==> config.mk <==
export PLATFORM = sky130hd
export DESIGN_NAME = spi_loop_top
export DESIGN_NICKNAME = d
export VERILOG_FILES = /design/src/spi_loop_pkg.sv /design/src/spi_master.sv /design/src/spi_slave.sv /design/src/loop_sequencer.sv /design/src/loop_result_collector.sv /design/src/spi_loop_top.sv
export SDC_FILE = /design/constraint.sdc
export NUM_CORES = 1
export LEC_CHECK = 0
export BUFFER_PORTS_ARGS = -buffer_cell sky130_fd_sc_hd__buf_2
export CAP_MARGIN = 20
export CORE_MARGIN = 4
export CORE_UTILIZATION = 25
export DETAILED_ROUTE_END_ITERATION = 12
export GPL_ROUTABILITY_DRIVEN = 0
export PLACE_DENSITY_LB_ADDON = 0.2
export SETUP_SLACK_MARGIN = 0.2
export SKIP_CTS_REPAIR_TIMING = 1
export SLEW_MARGIN = 20
export SYNTH_ARGS = -nofsm -noshare
export SYNTH_HDL_FRONTEND = slang
export SYNTH_SLANG_ARGS = --single-unit
export TNS_END_PERCENT = 1
==> constraint.sdc <==
create_clock -name pll_clk -period 3.3 [get_ports pll_clk]
set_input_delay 0.66 -clock pll_clk [delete_from_list [all_inputs] [get_ports pll_clk]]
set_output_delay 0.66 -clock pll_clk [all_outputs]
set_load 0.005 [all_outputs]
==> src/spi_loop_pkg.sv <==
// SPI loopback self-test shared types, sizes and state encodings
package spi_loop_pkg;

    localparam int num_lanes = 4;                 // Master/slave pairs
    localparam int data_w    = 8;                 // Bits per transfer
    localparam int baud_w    = 16;                // Divider width
    localparam int edge_w    = $clog2(2 * data_w); // SCK edge counter
    localparam int bit_w     = $clog2(data_w);     // Slave bit counter

    // Bit 1 is CPOL, bit 0 is CPHA
    typedef enum logic [1:0] {
        mode0 = 2'b00,  // Idle low, sample leading
        mode1 = 2'b01,  // Idle low, sample trailing
        mode2 = 2'b10,  // Idle high, sample leading
        mode3 = 2'b11   // Idle high, sample trailing
    } spi_mode_e;

    typedef enum logic [1:0] {
        m_idle,
        m_lead,   // Half period of setup after CS low
        m_shift,  // 2*data_w SCK edges
        m_done    // Half period tail, then done pulse
    } master_state_e;

    typedef enum logic [1:0] {
        s_idle,
        s_shift,
        s_done    // Byte captured, wait for CS high
    } slave_state_e;

    typedef enum logic [1:0] {
        c_idle,
        c_wait,   // Some lanes reported
        c_report  // run_done cycle
    } collector_state_e;

    // Bytes sent each way on one lane
    typedef struct packed {
        logic [data_w-1:0] master_tx;
        logic [data_w-1:0] slave_tx;
    } lane_pattern_t;

    typedef struct packed {
        logic [data_w-1:0] master_rx;  // Byte seen by master
        logic [data_w-1:0] slave_rx;   // Byte seen by slave
        logic              pass;       // Both directions matched
    } lane_result_t;

    typedef struct packed {
        spi_mode_e         mode;
        logic [baud_w-1:0] baud_div;   // Half SCK period is baud_div+1 clocks
    } run_cfg_t;

endpackage

==> src/spi_master.sv <==
// SPI master for one byte with programmable divider and all four modes
`timescale 1ns/100ps

module spi_master (
    input  logic                            pll_clk,
    input  logic                            rst_n,
    input  logic                            start,
    input  spi_loop_pkg::run_cfg_t          cfg,
    input  logic [spi_loop_pkg::data_w-1:0] tx_data,
    input  logic                            miso,
    output logic                            sclk,
    output logic                            mosi,
    output logic [spi_loop_pkg::data_w-1:0] rx_data,
    output logic                            done
);
    import spi_loop_pkg::*;

    master_state_e     state;
    logic [1:0]        mode_bits;
    logic              cpol;
    logic              cpha;
    logic [baud_w-1:0] div_cnt;
    logic              tick;       // End of a half period
    logic [edge_w-1:0] edge_cnt;
    logic              lead_edge;  // Next toggle leaves the idle level
    logic              launch;
    logic              capture;
    logic              capture_q;  // Sample one clock after the edge
    logic [data_w-1:0] tx_sh;
    logic [data_w-1:0] rx_sh;

    assign mode_bits = cfg.mode;
    assign cpol      = mode_bits[1];
    assign cpha      = mode_bits[0];
    assign tick      = (div_cnt == cfg.baud_div);
    assign lead_edge = ~edge_cnt[0];  // Even edges lead

    // CPHA 1 launches on leading edges, CPHA 0 on trailing
    assign launch  = (state == m_shift) && tick && (lead_edge == cpha);
    assign capture = (state == m_shift) && tick && (lead_edge != cpha);

    always_ff @(posedge pll_clk or negedge rst_n) begin
        if (!rst_n) begin
            state     <= m_idle;
            div_cnt   <= '0;
            edge_cnt  <= '0;
            sclk      <= 1'b0;
            mosi      <= 1'b0;
            done      <= 1'b0;
            capture_q <= 1'b0;
        end else begin
            done      <= 1'b0;
            capture_q <= capture;  // Gives the oversampled slave time to answer
            if (state == m_idle || tick)
                div_cnt <= '0;
            else
                div_cnt <= div_cnt + 1'b1;

            case (state)
                m_idle: begin
                    sclk     <= cpol;  // Follow idle level of latched mode
                    mosi     <= 1'b0;
                    edge_cnt <= '0;
                    if (start) begin
                        mosi  <= cpha ? 1'b0 : tx_data[data_w-1];  // MSB up front
                        state <= m_lead;
                    end
                end
                m_lead: begin
                    if (tick)
                        state <= m_shift;
                end
                m_shift: begin
                    if (tick) begin
                        sclk     <= ~sclk;
                        edge_cnt <= edge_cnt + 1'b1;
                        if (launch)
                            mosi <= tx_sh[data_w-1];
                        if (edge_cnt == edge_w'(2 * data_w - 1))
                            state <= m_done;  // SCK back at idle
                    end
                end
                m_done: begin
                    if (tick) begin
                        done  <= 1'b1;
                        state <= m_idle;
                    end
                end
                default: state <= m_idle;
            endcase
        end
    end

    // Data path
    always_ff @(posedge pll_clk) begin
        if (state == m_idle && start)
            tx_sh <= cpha ? tx_data : {tx_data[data_w-2:0], 1'b0};  // MSB already on mosi
        else if (launch)
            tx_sh <= {tx_sh[data_w-2:0], 1'b0};
        if (capture_q)
            rx_sh <= {rx_sh[data_w-2:0], miso};  // MSB first
        if (state == m_done && tick)
            rx_data <= rx_sh;  // Stable with done
    end

endmodule

==> src/spi_slave.sv <==
// SPI slave for one byte, oversampled in the system clock domain
`timescale 1ns/100ps

module spi_slave (
    input  logic                            pll_clk,
    input  logic                            rst_n,
    input  spi_loop_pkg::run_cfg_t          cfg,
    input  logic                            sclk,
    input  logic                            mosi,
    input  logic                            cs,
    input  logic [spi_loop_pkg::data_w-1:0] tx_data,
    output logic                            miso,
    output logic [spi_loop_pkg::data_w-1:0] rx_data,
    output logic                            done
);
    import spi_loop_pkg::*;

    slave_state_e      state;
    logic [1:0]        mode_bits;
    logic              cpol;
    logic              cpha;
    logic [2:0]        sclk_sync;  // Two sync flops plus history
    logic [1:0]        mosi_sync;
    logic              sclk_s;
    logic              sclk_d;
    logic              sclk_idle;  // SCK settled at idle level
    logic              lead_edge;
    logic              trail_edge;
    logic              launch;
    logic              capture;
    logic              last_bit;
    logic [bit_w-1:0]  bit_cnt;
    logic [data_w-1:0] tx_sh;
    logic [data_w-1:0] rx_sh;

    assign mode_bits = cfg.mode;
    assign cpol      = mode_bits[1];
    assign cpha      = mode_bits[0];
    assign sclk_s    = sclk_sync[1];
    assign sclk_d    = sclk_sync[2];
    assign sclk_idle = (sclk_s == cpol) && (sclk_d == cpol);

    // Leading edge moves away from CPOL
    assign lead_edge  = (sclk_s != sclk_d) && (sclk_s != cpol);
    assign trail_edge = (sclk_s != sclk_d) && (sclk_s == cpol);
    assign launch     = (state == s_shift) && (cpha ? lead_edge : trail_edge);
    assign capture    = (state == s_shift) && (cpha ? trail_edge : lead_edge);
    assign last_bit   = (bit_cnt == bit_w'(data_w - 1));

    always_ff @(posedge pll_clk or negedge rst_n) begin
        if (!rst_n) begin
            sclk_sync <= '0;
            mosi_sync <= '0;
            state     <= s_idle;
            bit_cnt   <= '0;
            miso      <= 1'b0;
            done      <= 1'b0;
        end else begin
            sclk_sync <= {sclk_sync[1:0], sclk};
            mosi_sync <= {mosi_sync[0], mosi};
            done      <= 1'b0;
            case (state)
                s_idle: begin
                    miso    <= 1'b0;
                    bit_cnt <= '0;
                    // Wait out any idle level change from a mode switch
                    if (!cs && sclk_idle) begin
                        miso  <= cpha ? 1'b0 : tx_data[data_w-1];
                        state <= s_shift;
                    end
                end
                s_shift: begin
                    if (cs) begin
                        state <= s_idle;  // Aborted frame
                    end else begin
                        if (launch)
                            miso <= tx_sh[data_w-1];
                        if (capture) begin
                            bit_cnt <= bit_cnt + 1'b1;
                            if (last_bit) begin
                                done  <= 1'b1;
                                state <= s_done;
                            end
                        end
                    end
                end
                s_done: begin
                    if (cs)
                        state <= s_idle;  // Extra trailing edge ignored here
                end
                default: state <= s_idle;
            endcase
        end
    end

    always_ff @(posedge pll_clk) begin
        if (state == s_idle)
            tx_sh <= cpha ? tx_data : {tx_data[data_w-2:0], 1'b0};
        else if (launch)
            tx_sh <= {tx_sh[data_w-2:0], 1'b0};
        if (capture)
            rx_sh <= {rx_sh[data_w-2:0], mosi_sync[1]};
        if (capture && last_bit)
            rx_data <= {rx_sh[data_w-2:0], mosi_sync[1]};  // Include eighth bit
    end

endmodule

==> src/loop_sequencer.sv <==
// Run controller latching configuration and patterns and owning chip select
`timescale 1ns/100ps

module loop_sequencer (
    input  logic                                                      pll_clk,
    input  logic                                                      rst_n,
    input  logic                                                      start,
    input  spi_loop_pkg::run_cfg_t                                    cfg_in,
    input  spi_loop_pkg::lane_pattern_t [spi_loop_pkg::num_lanes-1:0] patterns_in,
    input  logic                                                      end_run,
    output spi_loop_pkg::run_cfg_t                                    cfg,
    output spi_loop_pkg::lane_pattern_t [spi_loop_pkg::num_lanes-1:0] patterns,
    output logic                                                      lane_start,
    output logic                                                      cs,
    output logic                                                      busy
);
    import spi_loop_pkg::*;

    logic accept;

    assign accept = start && !busy;  // Starts during a run are dropped

    // busy is the run state, idle or running
    always_ff @(posedge pll_clk or negedge rst_n) begin
        if (!rst_n) begin
            busy       <= 1'b0;
            cs         <= 1'b1;
            lane_start <= 1'b0;
            cfg        <= '{mode: mode0, baud_div: '0};  // SCK idles low out of reset
        end else begin
            lane_start <= accept;  // One clock pulse, same cycle as CS low
            if (accept) begin
                busy <= 1'b1;
                cs   <= 1'b0;
                cfg  <= cfg_in;
            end else if (end_run) begin
                busy <= 1'b0;
                cs   <= 1'b1;  // Rises with run_done
            end
        end
    end

    // Patterns held for the masters, slaves and collector
    always_ff @(posedge pll_clk) begin
        if (accept)
            patterns <= patterns_in;
    end

endmodule

==> src/loop_result_collector.sv <==
// Collects lane completions and compares received bytes both ways
`timescale 1ns/100ps

module loop_result_collector (
    input  logic                                                          pll_clk,
    input  logic                                                          rst_n,
    input  spi_loop_pkg::lane_pattern_t [spi_loop_pkg::num_lanes-1:0]     patterns,
    input  logic [spi_loop_pkg::num_lanes-1:0]                            m_done,
    input  logic [spi_loop_pkg::num_lanes-1:0][spi_loop_pkg::data_w-1:0]  m_rx,
    input  logic [spi_loop_pkg::num_lanes-1:0][spi_loop_pkg::data_w-1:0]  s_rx,
    output spi_loop_pkg::lane_result_t [spi_loop_pkg::num_lanes-1:0]      results,
    output logic                                                          end_run,
    output logic                                                          run_done
);
    import spi_loop_pkg::*;

    collector_state_e               state;
    logic [num_lanes-1:0]           done_mask;  // Sticky per lane
    logic [num_lanes-1:0]           mask_next;
    lane_result_t [num_lanes-1:0]   check;

    assign mask_next = done_mask | m_done;
    // Combinational so CS rises in the same cycle as run_done
    assign end_run   = (state != c_report) && (&mask_next);

    always_comb begin
        for (int k = 0; k < num_lanes; k++) begin
            check[k].master_rx = m_rx[k];
            check[k].slave_rx  = s_rx[k];
            check[k].pass      = (m_rx[k] == patterns[k].slave_tx) &&
                                 (s_rx[k] == patterns[k].master_tx);  // Crossed compare
        end
    end

    always_ff @(posedge pll_clk or negedge rst_n) begin
        if (!rst_n) begin
            state     <= c_idle;
            done_mask <= '0;
            run_done  <= 1'b0;
            results   <= '0;
        end else begin
            run_done <= end_run;
            if (end_run)
                results <= check;  // Held until next run
            case (state)
                c_idle: begin
                    done_mask <= m_done;
                    if (end_run)
                        state <= c_report;  // All lanes in one cycle
                    else if (|m_done)
                        state <= c_wait;
                end
                c_wait: begin
                    done_mask <= mask_next;
                    if (end_run)
                        state <= c_report;
                end
                c_report: begin
                    done_mask <= '0;
                    state     <= c_idle;
                end
                default: state <= c_idle;
            endcase
        end
    end

endmodule

==> src/spi_loop_top.sv <==
// SPI loopback self-test top with sequencer, master/slave lanes and collector
`timescale 1ns/100ps

module spi_loop_top (
    input  logic                                                      pll_clk,
    input  logic                                                      rst_n,
    input  logic                                                      start,
    input  spi_loop_pkg::run_cfg_t                                    cfg,
    input  spi_loop_pkg::lane_pattern_t [spi_loop_pkg::num_lanes-1:0] patterns,
    input  logic                                                      ext_loop,
    input  logic                                                      miso,
    output logic                                                      sclk,
    output logic                                                      mosi,
    output logic                                                      cs,
    output spi_loop_pkg::lane_result_t [spi_loop_pkg::num_lanes-1:0]  results,
    output logic                                                      run_done,
    output logic                                                      busy
);
    import spi_loop_pkg::*;

    run_cfg_t                         run_cfg;       // Latched for the run
    lane_pattern_t [num_lanes-1:0]    run_patterns;
    logic                             lane_start;
    logic                             end_run;
    logic [num_lanes-1:0]             lane_sclk;
    logic [num_lanes-1:0]             lane_mosi;
    logic [num_lanes-1:0]             slave_miso;
    logic [num_lanes-1:0]             master_miso;
    logic [num_lanes-1:0]             m_done;
    logic [num_lanes-1:0][data_w-1:0] m_rx;
    logic [num_lanes-1:0][data_w-1:0] s_rx;

    loop_sequencer u_seq (
        .pll_clk    (pll_clk),
        .rst_n      (rst_n),
        .start      (start),
        .cfg_in     (cfg),
        .patterns_in(patterns),
        .end_run    (end_run),
        .cfg        (run_cfg),
        .patterns   (run_patterns),
        .lane_start (lane_start),
        .cs         (cs),
        .busy       (busy)
    );

    for (genvar k = 0; k < num_lanes; k++) begin : g_lane
        // Lane 0 can loop through the external pins
        assign master_miso[k] = (k == 0 && ext_loop) ? miso : slave_miso[k];

        spi_master u_master (
            .pll_clk(pll_clk),
            .rst_n  (rst_n),
            .start  (lane_start),  // All lanes start together
            .cfg    (run_cfg),
            .tx_data(run_patterns[k].master_tx),
            .miso   (master_miso[k]),
            .sclk   (lane_sclk[k]),
            .mosi   (lane_mosi[k]),
            .rx_data(m_rx[k]),
            .done   (m_done[k])
        );

        spi_slave u_slave (
            .pll_clk(pll_clk),
            .rst_n  (rst_n),
            .cfg    (run_cfg),
            .sclk   (lane_sclk[k]),
            .mosi   (lane_mosi[k]),
            .cs     (cs),          // Shared chip select
            .tx_data(run_patterns[k].slave_tx),
            .miso   (slave_miso[k]),
            .rx_data(s_rx[k]),
            .done   ()             // Master done marks end of lane
        );
    end

    loop_result_collector u_collect (
        .pll_clk (pll_clk),
        .rst_n   (rst_n),
        .patterns(run_patterns),
        .m_done  (m_done),
        .m_rx    (m_rx),
        .s_rx    (s_rx),
        .results (results),
        .end_run (end_run),
        .run_done(run_done)
    );

    assign sclk = lane_sclk[0];  // Pins show lane 0
    assign mosi = lane_mosi[0];

endmodule

==> PnR_summary.wiki <==
{| class="wikitable"
! Metric !! Value
|-
| Outcome || completed
|-
| Global-route wire length before repair || 81.4 mm
|-
| Switching fraction of total power || 0.295
|-
| Num CTS Buffers || 58
|-
| Main combinational cell family by area after synthesis || simple AND/OR/NAND/NOR gates
|-
| Final worst slack || a little over 800 ps
|-
| R2r startpoint || u_seq.cfg[6]
|-
| Critical Setup Path Class || flop to flop
|-
| Unique cell type count in the Yosys netlist || 51
|-
| Depth of the most critical reg-to-reg path || 5
|-
| Master cell of the clock root buffer || sky130_fd_sc_hd__clkbuf_16
|-
| Core box area || around 84000 um^2
|-
| Final routed wire length divided by cell count || 16.9 um
|-
| Maximum clock skew at final layout || between 20 and 25 ps
|-
| Final-report hold violation count || 0
|-
| Per-cell via count in the routed design || ~4.3
|-
| Number of instances in the synthesized netlist || between 1500 and 2000
|-
| Portion of netlist area occupied by mux cells || 0.0463
|-
| Total setup violations reported at the end of the flow || 0
|-
| Initial cell density of the core || 0.252
|-
| Delay of the slowest cell on the worst path || 660 ps
|-
| Crit-path slowest cell || sky130_fd_sc_hd__nor4_4
|-
| Cell area after technology mapping || 21100 um^2
|-
| Internal power consumption || roughly 0.013 W
|-
| Post-synthesis sequential element count || between 400 and 500
|-
| Synthesized-area fraction occupied by xor and xnor cells || 0.0839
|-
| Number of standard cells in the final layout excluding fillers || 3055
|-
| Post-detailed-placement half-perimeter wirelength || 35.7 mm
|-
| Adder-cell share of the synthesized area || 0.0213
|-
| Post-synth top area cell || sky130_fd_sc_hd__edfxtp_1
|-
| Vertical die dimension || ~300 um
|-
| CTS tree || yes
|-
| Compound-gate portion of the synthesized area || 0.0467
|-
| Category of the worst setup path capture point || flop
|-
| Sequential share of the synthesized area || 0.648
|-
| Critical-path maximum fanout || 8
|-
| Leading cell type by number of instances after synthesis || sky130_fd_sc_hd__nand2_1
|-
| Area share of the largest cell type after synthesis || 0.359
|-
| HP Class || primary input to asynchronous set/reset pin
|-
| Number of warning messages in the yosys log || 0
|-
| Worst reg2reg path endpoint || g_lane[3].u_master.tx_sh[1]
|-
| Post-route ant nets || 0
|-
| Setup_tns || 0 ps
|-
| Normalized max-slew margin || 0.347
|-
| Net count after synthesis || ~1800
|-
| Overflow after GRT || 0
|-
| Clock network fraction of design power || 0.344
|-
| Top post-synthesis cells by count || 276 x sky130_fd_sc_hd__nand2_1, 252 x sky130_fd_sc_hd__edfxtp_1, 243 x sky130_fd_sc_hd__dfrtp_1, 136 x sky130_fd_sc_hd__nor2_1, 108 x sky130_fd_sc_hd__xor2_1
|-
| Placement-stage worst setup slack || just under 800 ps
|-
| Flop-to-flop setup slack || approximately 830 ps
|-
| Clock tree sinks || 496
|-
| Worst Tran Pin Value || between 900 and 1000 ps
|-
| Switching Power || between 0.005 and 0.006 W
|-
| Simple logic cell fraction of the synthesized area || 0.133
|-
| Core utilization of the finished layout || 0.300
|-
| Total power divided by cell area || ~720 nW/um^2
|-
| Share of post-route cells with drive strength above 1 || 0.166
|-
| Power share of the combinational group || 0.195
|-
| Overall die area || 89100 um^2
|-
| I/O pin count || 160
|-
| Remaining design rule violation count || 0
|-
| Max-cap viol count || 0
|-
| Post-layout min period || about 2500 ps
|-
| Worst Setup Start Kind || flop
|-
| Per-instance average area after synthesis || 12.3 um^2
|-
| Maximum number of pins on one net before global-route repair || 76
|-
| Asr flop ratio synth || 0.492
|-
| CTS clock-pin slew for the worst setup and hold paths || ~60 ps
|-
| Number of nets in the final layout || ~2000
|-
| Setup repair after global routing missed its margin || no
|-
| Synthesis-to-finish area growth || 19.1%
|-
| Max Freq || slightly above 0.4 GHz
|-
| Vias in the first global route || 13684
|-
| Pins Over Slew Limit || 0
|-
| Number of placement rows || 106
|-
| Leakage component of the power || 10.5 nW
|-
| Dpl cells || just under 3000
|-
| Crit-path cells || xnor2_1 -> nand4_1 -> nor4_4 -> nand3_1 -> nand2b_1
|-
| Portion of total power attributed to sequential cells || 0.461
|-
| Worst IR drop on VDD || between 0.0004 and 0.0005 V
|-
| Post-route worst hold slack || about 61 ps
|-
| Ratio of final minimum period to clock period || 0.749
|-
| Worst EP arrival || 2730 ps
|-
| Width of the die || 299 um
|-
| Post-synth EDFFs || 252
|-
| Number of antenna violations at the first check in global routing || 1
|-
| Data required time at the worst endpoint || 3560 ps
|-
| Vias after detailed routing || between 10000 and 15000
|-
| Area contributors post-synth || sky130_fd_sc_hd__edfxtp_1 36%, sky130_fd_sc_hd__dfrtp_1 29%, sky130_fd_sc_hd__nand2_1 4.9%
|-
| Post-Route WL || approximately 51 mm
|-
| Primary flip-flop cell chosen by synthesis mapping || sky130_fd_sc_hd__edfxtp_1
|-
| Insertion delay to the later sink of the worst-skew pair || 590 ps
|-
| Global routing usage summed across all routing layers || 0.115
|-
| DR pass1 iterations || 4
|-
| Detailed Route Iter0 Violations || 636
|-
| Max Root-Sink Buffers || 3
|-
| Number of H-tree branching levels || 2
|-
| Count of buffers from port buffering || roughly 160
|}
[power groups by stage]
| stage | clock network, W | registers (W) | logic (W) |
|---|---|---|---|
| 2_1_floorplan | 0 | 0.00809 | 0.00290 |
| 3_3_place_gp | 0 | 0.00846 | 0.00354 |
| 3_5_place_dp | 0 | 0.00850 | 0.00360 |
| 4_1_cts | 0.00651 | 0.00839 | 0.00362 |
| 5_1_grt | 0.00678 | 0.00851 | 0.00401 |
| 6_report | 0.00626 | 0.00838 | 0.00354 |
[routing by layer]
layer  vias to the layer above  GRT usage  part of all wire
li1                       6250          -                 -
met4                         0     0.0272             0.019
met5                         -          0                 0
met3                        67     0.0230             0.044
met1                      6482      0.156              0.47
met2                       199      0.188              0.47
[logic make-up (layout without fill, tap and decap cells)]
group                      after synthesis  after routing
AOI/OAI and AO/OA                      164            164
xor gates and xnor gates               200            200
adders and majority gates               36             36
buffers and inverters                  107            316
DFF                                    496            496
muxes                                   94             94
other                                    0              1
and+or+nand+nor                        614            614
[stage by stage]
stage / power (W) / area [um^2]
detailed placement: 0.0121 / 23300
global route: 0.0193 / 25100
floorplan: 0.0110 / 21100
CTS: 0.0185 / 25100
global placement: 0.0120 / 23300
finish: 0.0182 / 25100
[state kept, by name, indices dropped and copies added, names as in the netlist, 32 cells and up]
name and cells:
u_collect.results 68, u_seq.patterns 64, g_lane.u_slave.tx_sh 32, g_lane.u_master.rx_data 32, g_lane.u_master.rx_sh 32, g_lane.u_slave.rx_data 32, g_lane.u_master.div_cnt 64, g_lane.u_master.tx_sh 32
[cell usage in the layout, fill, tap and decap left out, types with 12 or more instances in the layout]
cell / n
sky130_fd_sc_hd__nand2_1: 276
sky130_fd_sc_hd__and3_1: 18
sky130_fd_sc_hd__mux2_2: 24
sky130_fd_sc_hd__clkbuf_16: 60
sky130_fd_sc_hd__nor4_1: 19
sky130_fd_sc_hd__xnor2_1: 91
sky130_fd_sc_hd__a21oi_1: 63
sky130_fd_sc_hd__nor2_1: 136
sky130_fd_sc_hd__edfxtp_1: 252
sky130_fd_sc_hd__ha_1: 36
sky130_fd_sc_hd__inv_1: 25
sky130_fd_sc_hd__buf_2: 158
sky130_fd_sc_hd__dfrtp_1: 242
sky130_fd_sc_hd__mux2i_1: 68
sky130_fd_sc_hd__and2_1: 12
sky130_fd_sc_hd__nand3_1: 41
sky130_fd_sc_hd__o21ai_0: 49
sky130_fd_sc_hd__nor2b_1: 25
sky130_fd_sc_hd__clkinv_2: 17
sky130_fd_sc_hd__a22o_1: 18
sky130_fd_sc_hd__nand2b_1: 14
sky130_fd_sc_hd__nand4_1: 34
sky130_fd_sc_hd__buf_4: 16
sky130_fd_sc_hd__xor2_1: 108
[how the worst max path moves through the flow]
| stage | startpoint | to | slack [ps] | depth (start not counted) |
|---|---|---|---|---|
| 2_1_floorplan | start | u_seq.cfg[10] | 790 | 3 |
| 4_1_cts | u_seq.cfg[2] | g_lane[3].u_master.tx_sh[7] | 770 | 5 |
| 5_1_grt | u_seq.cfg[2] | g_lane[3].u_master.tx_sh[7] | 650 | 5 |
| 3_5_place_dp | u_seq.cfg[6] | g_lane[3].u_master.tx_sh[2] | 770 | 5 |
| 3_3_place_gp | g_lane[0].u_master.div_cnt[11] | g_lane[0].u_master.tx_sh[1] | 790 | 6 |
| 6_report | u_seq.cfg[6] | g_lane[3].u_master.tx_sh[1] | 830 | 5 |
[cell type report]
type	instances	area, um^2
Antenna cell	1	2.50
Clock buffer	72	1580
Clock inverter	36	287
Fill cell	8580	58600
Inverter	26	97.6
Multi-Input combinational cell	1108	7000
Sequential cell	496	13700
Tap cell	1134	1420
Timing Repair Buffer	182	1070
[critical path: cells and delay by family, from the launching register on]
kind	cells	cell delay, ps
XOR/XNOR	1	160
AND/OR/NAND/NOR	4	1430
flip-flops	1	550
(Power assumes the default switching activity.)
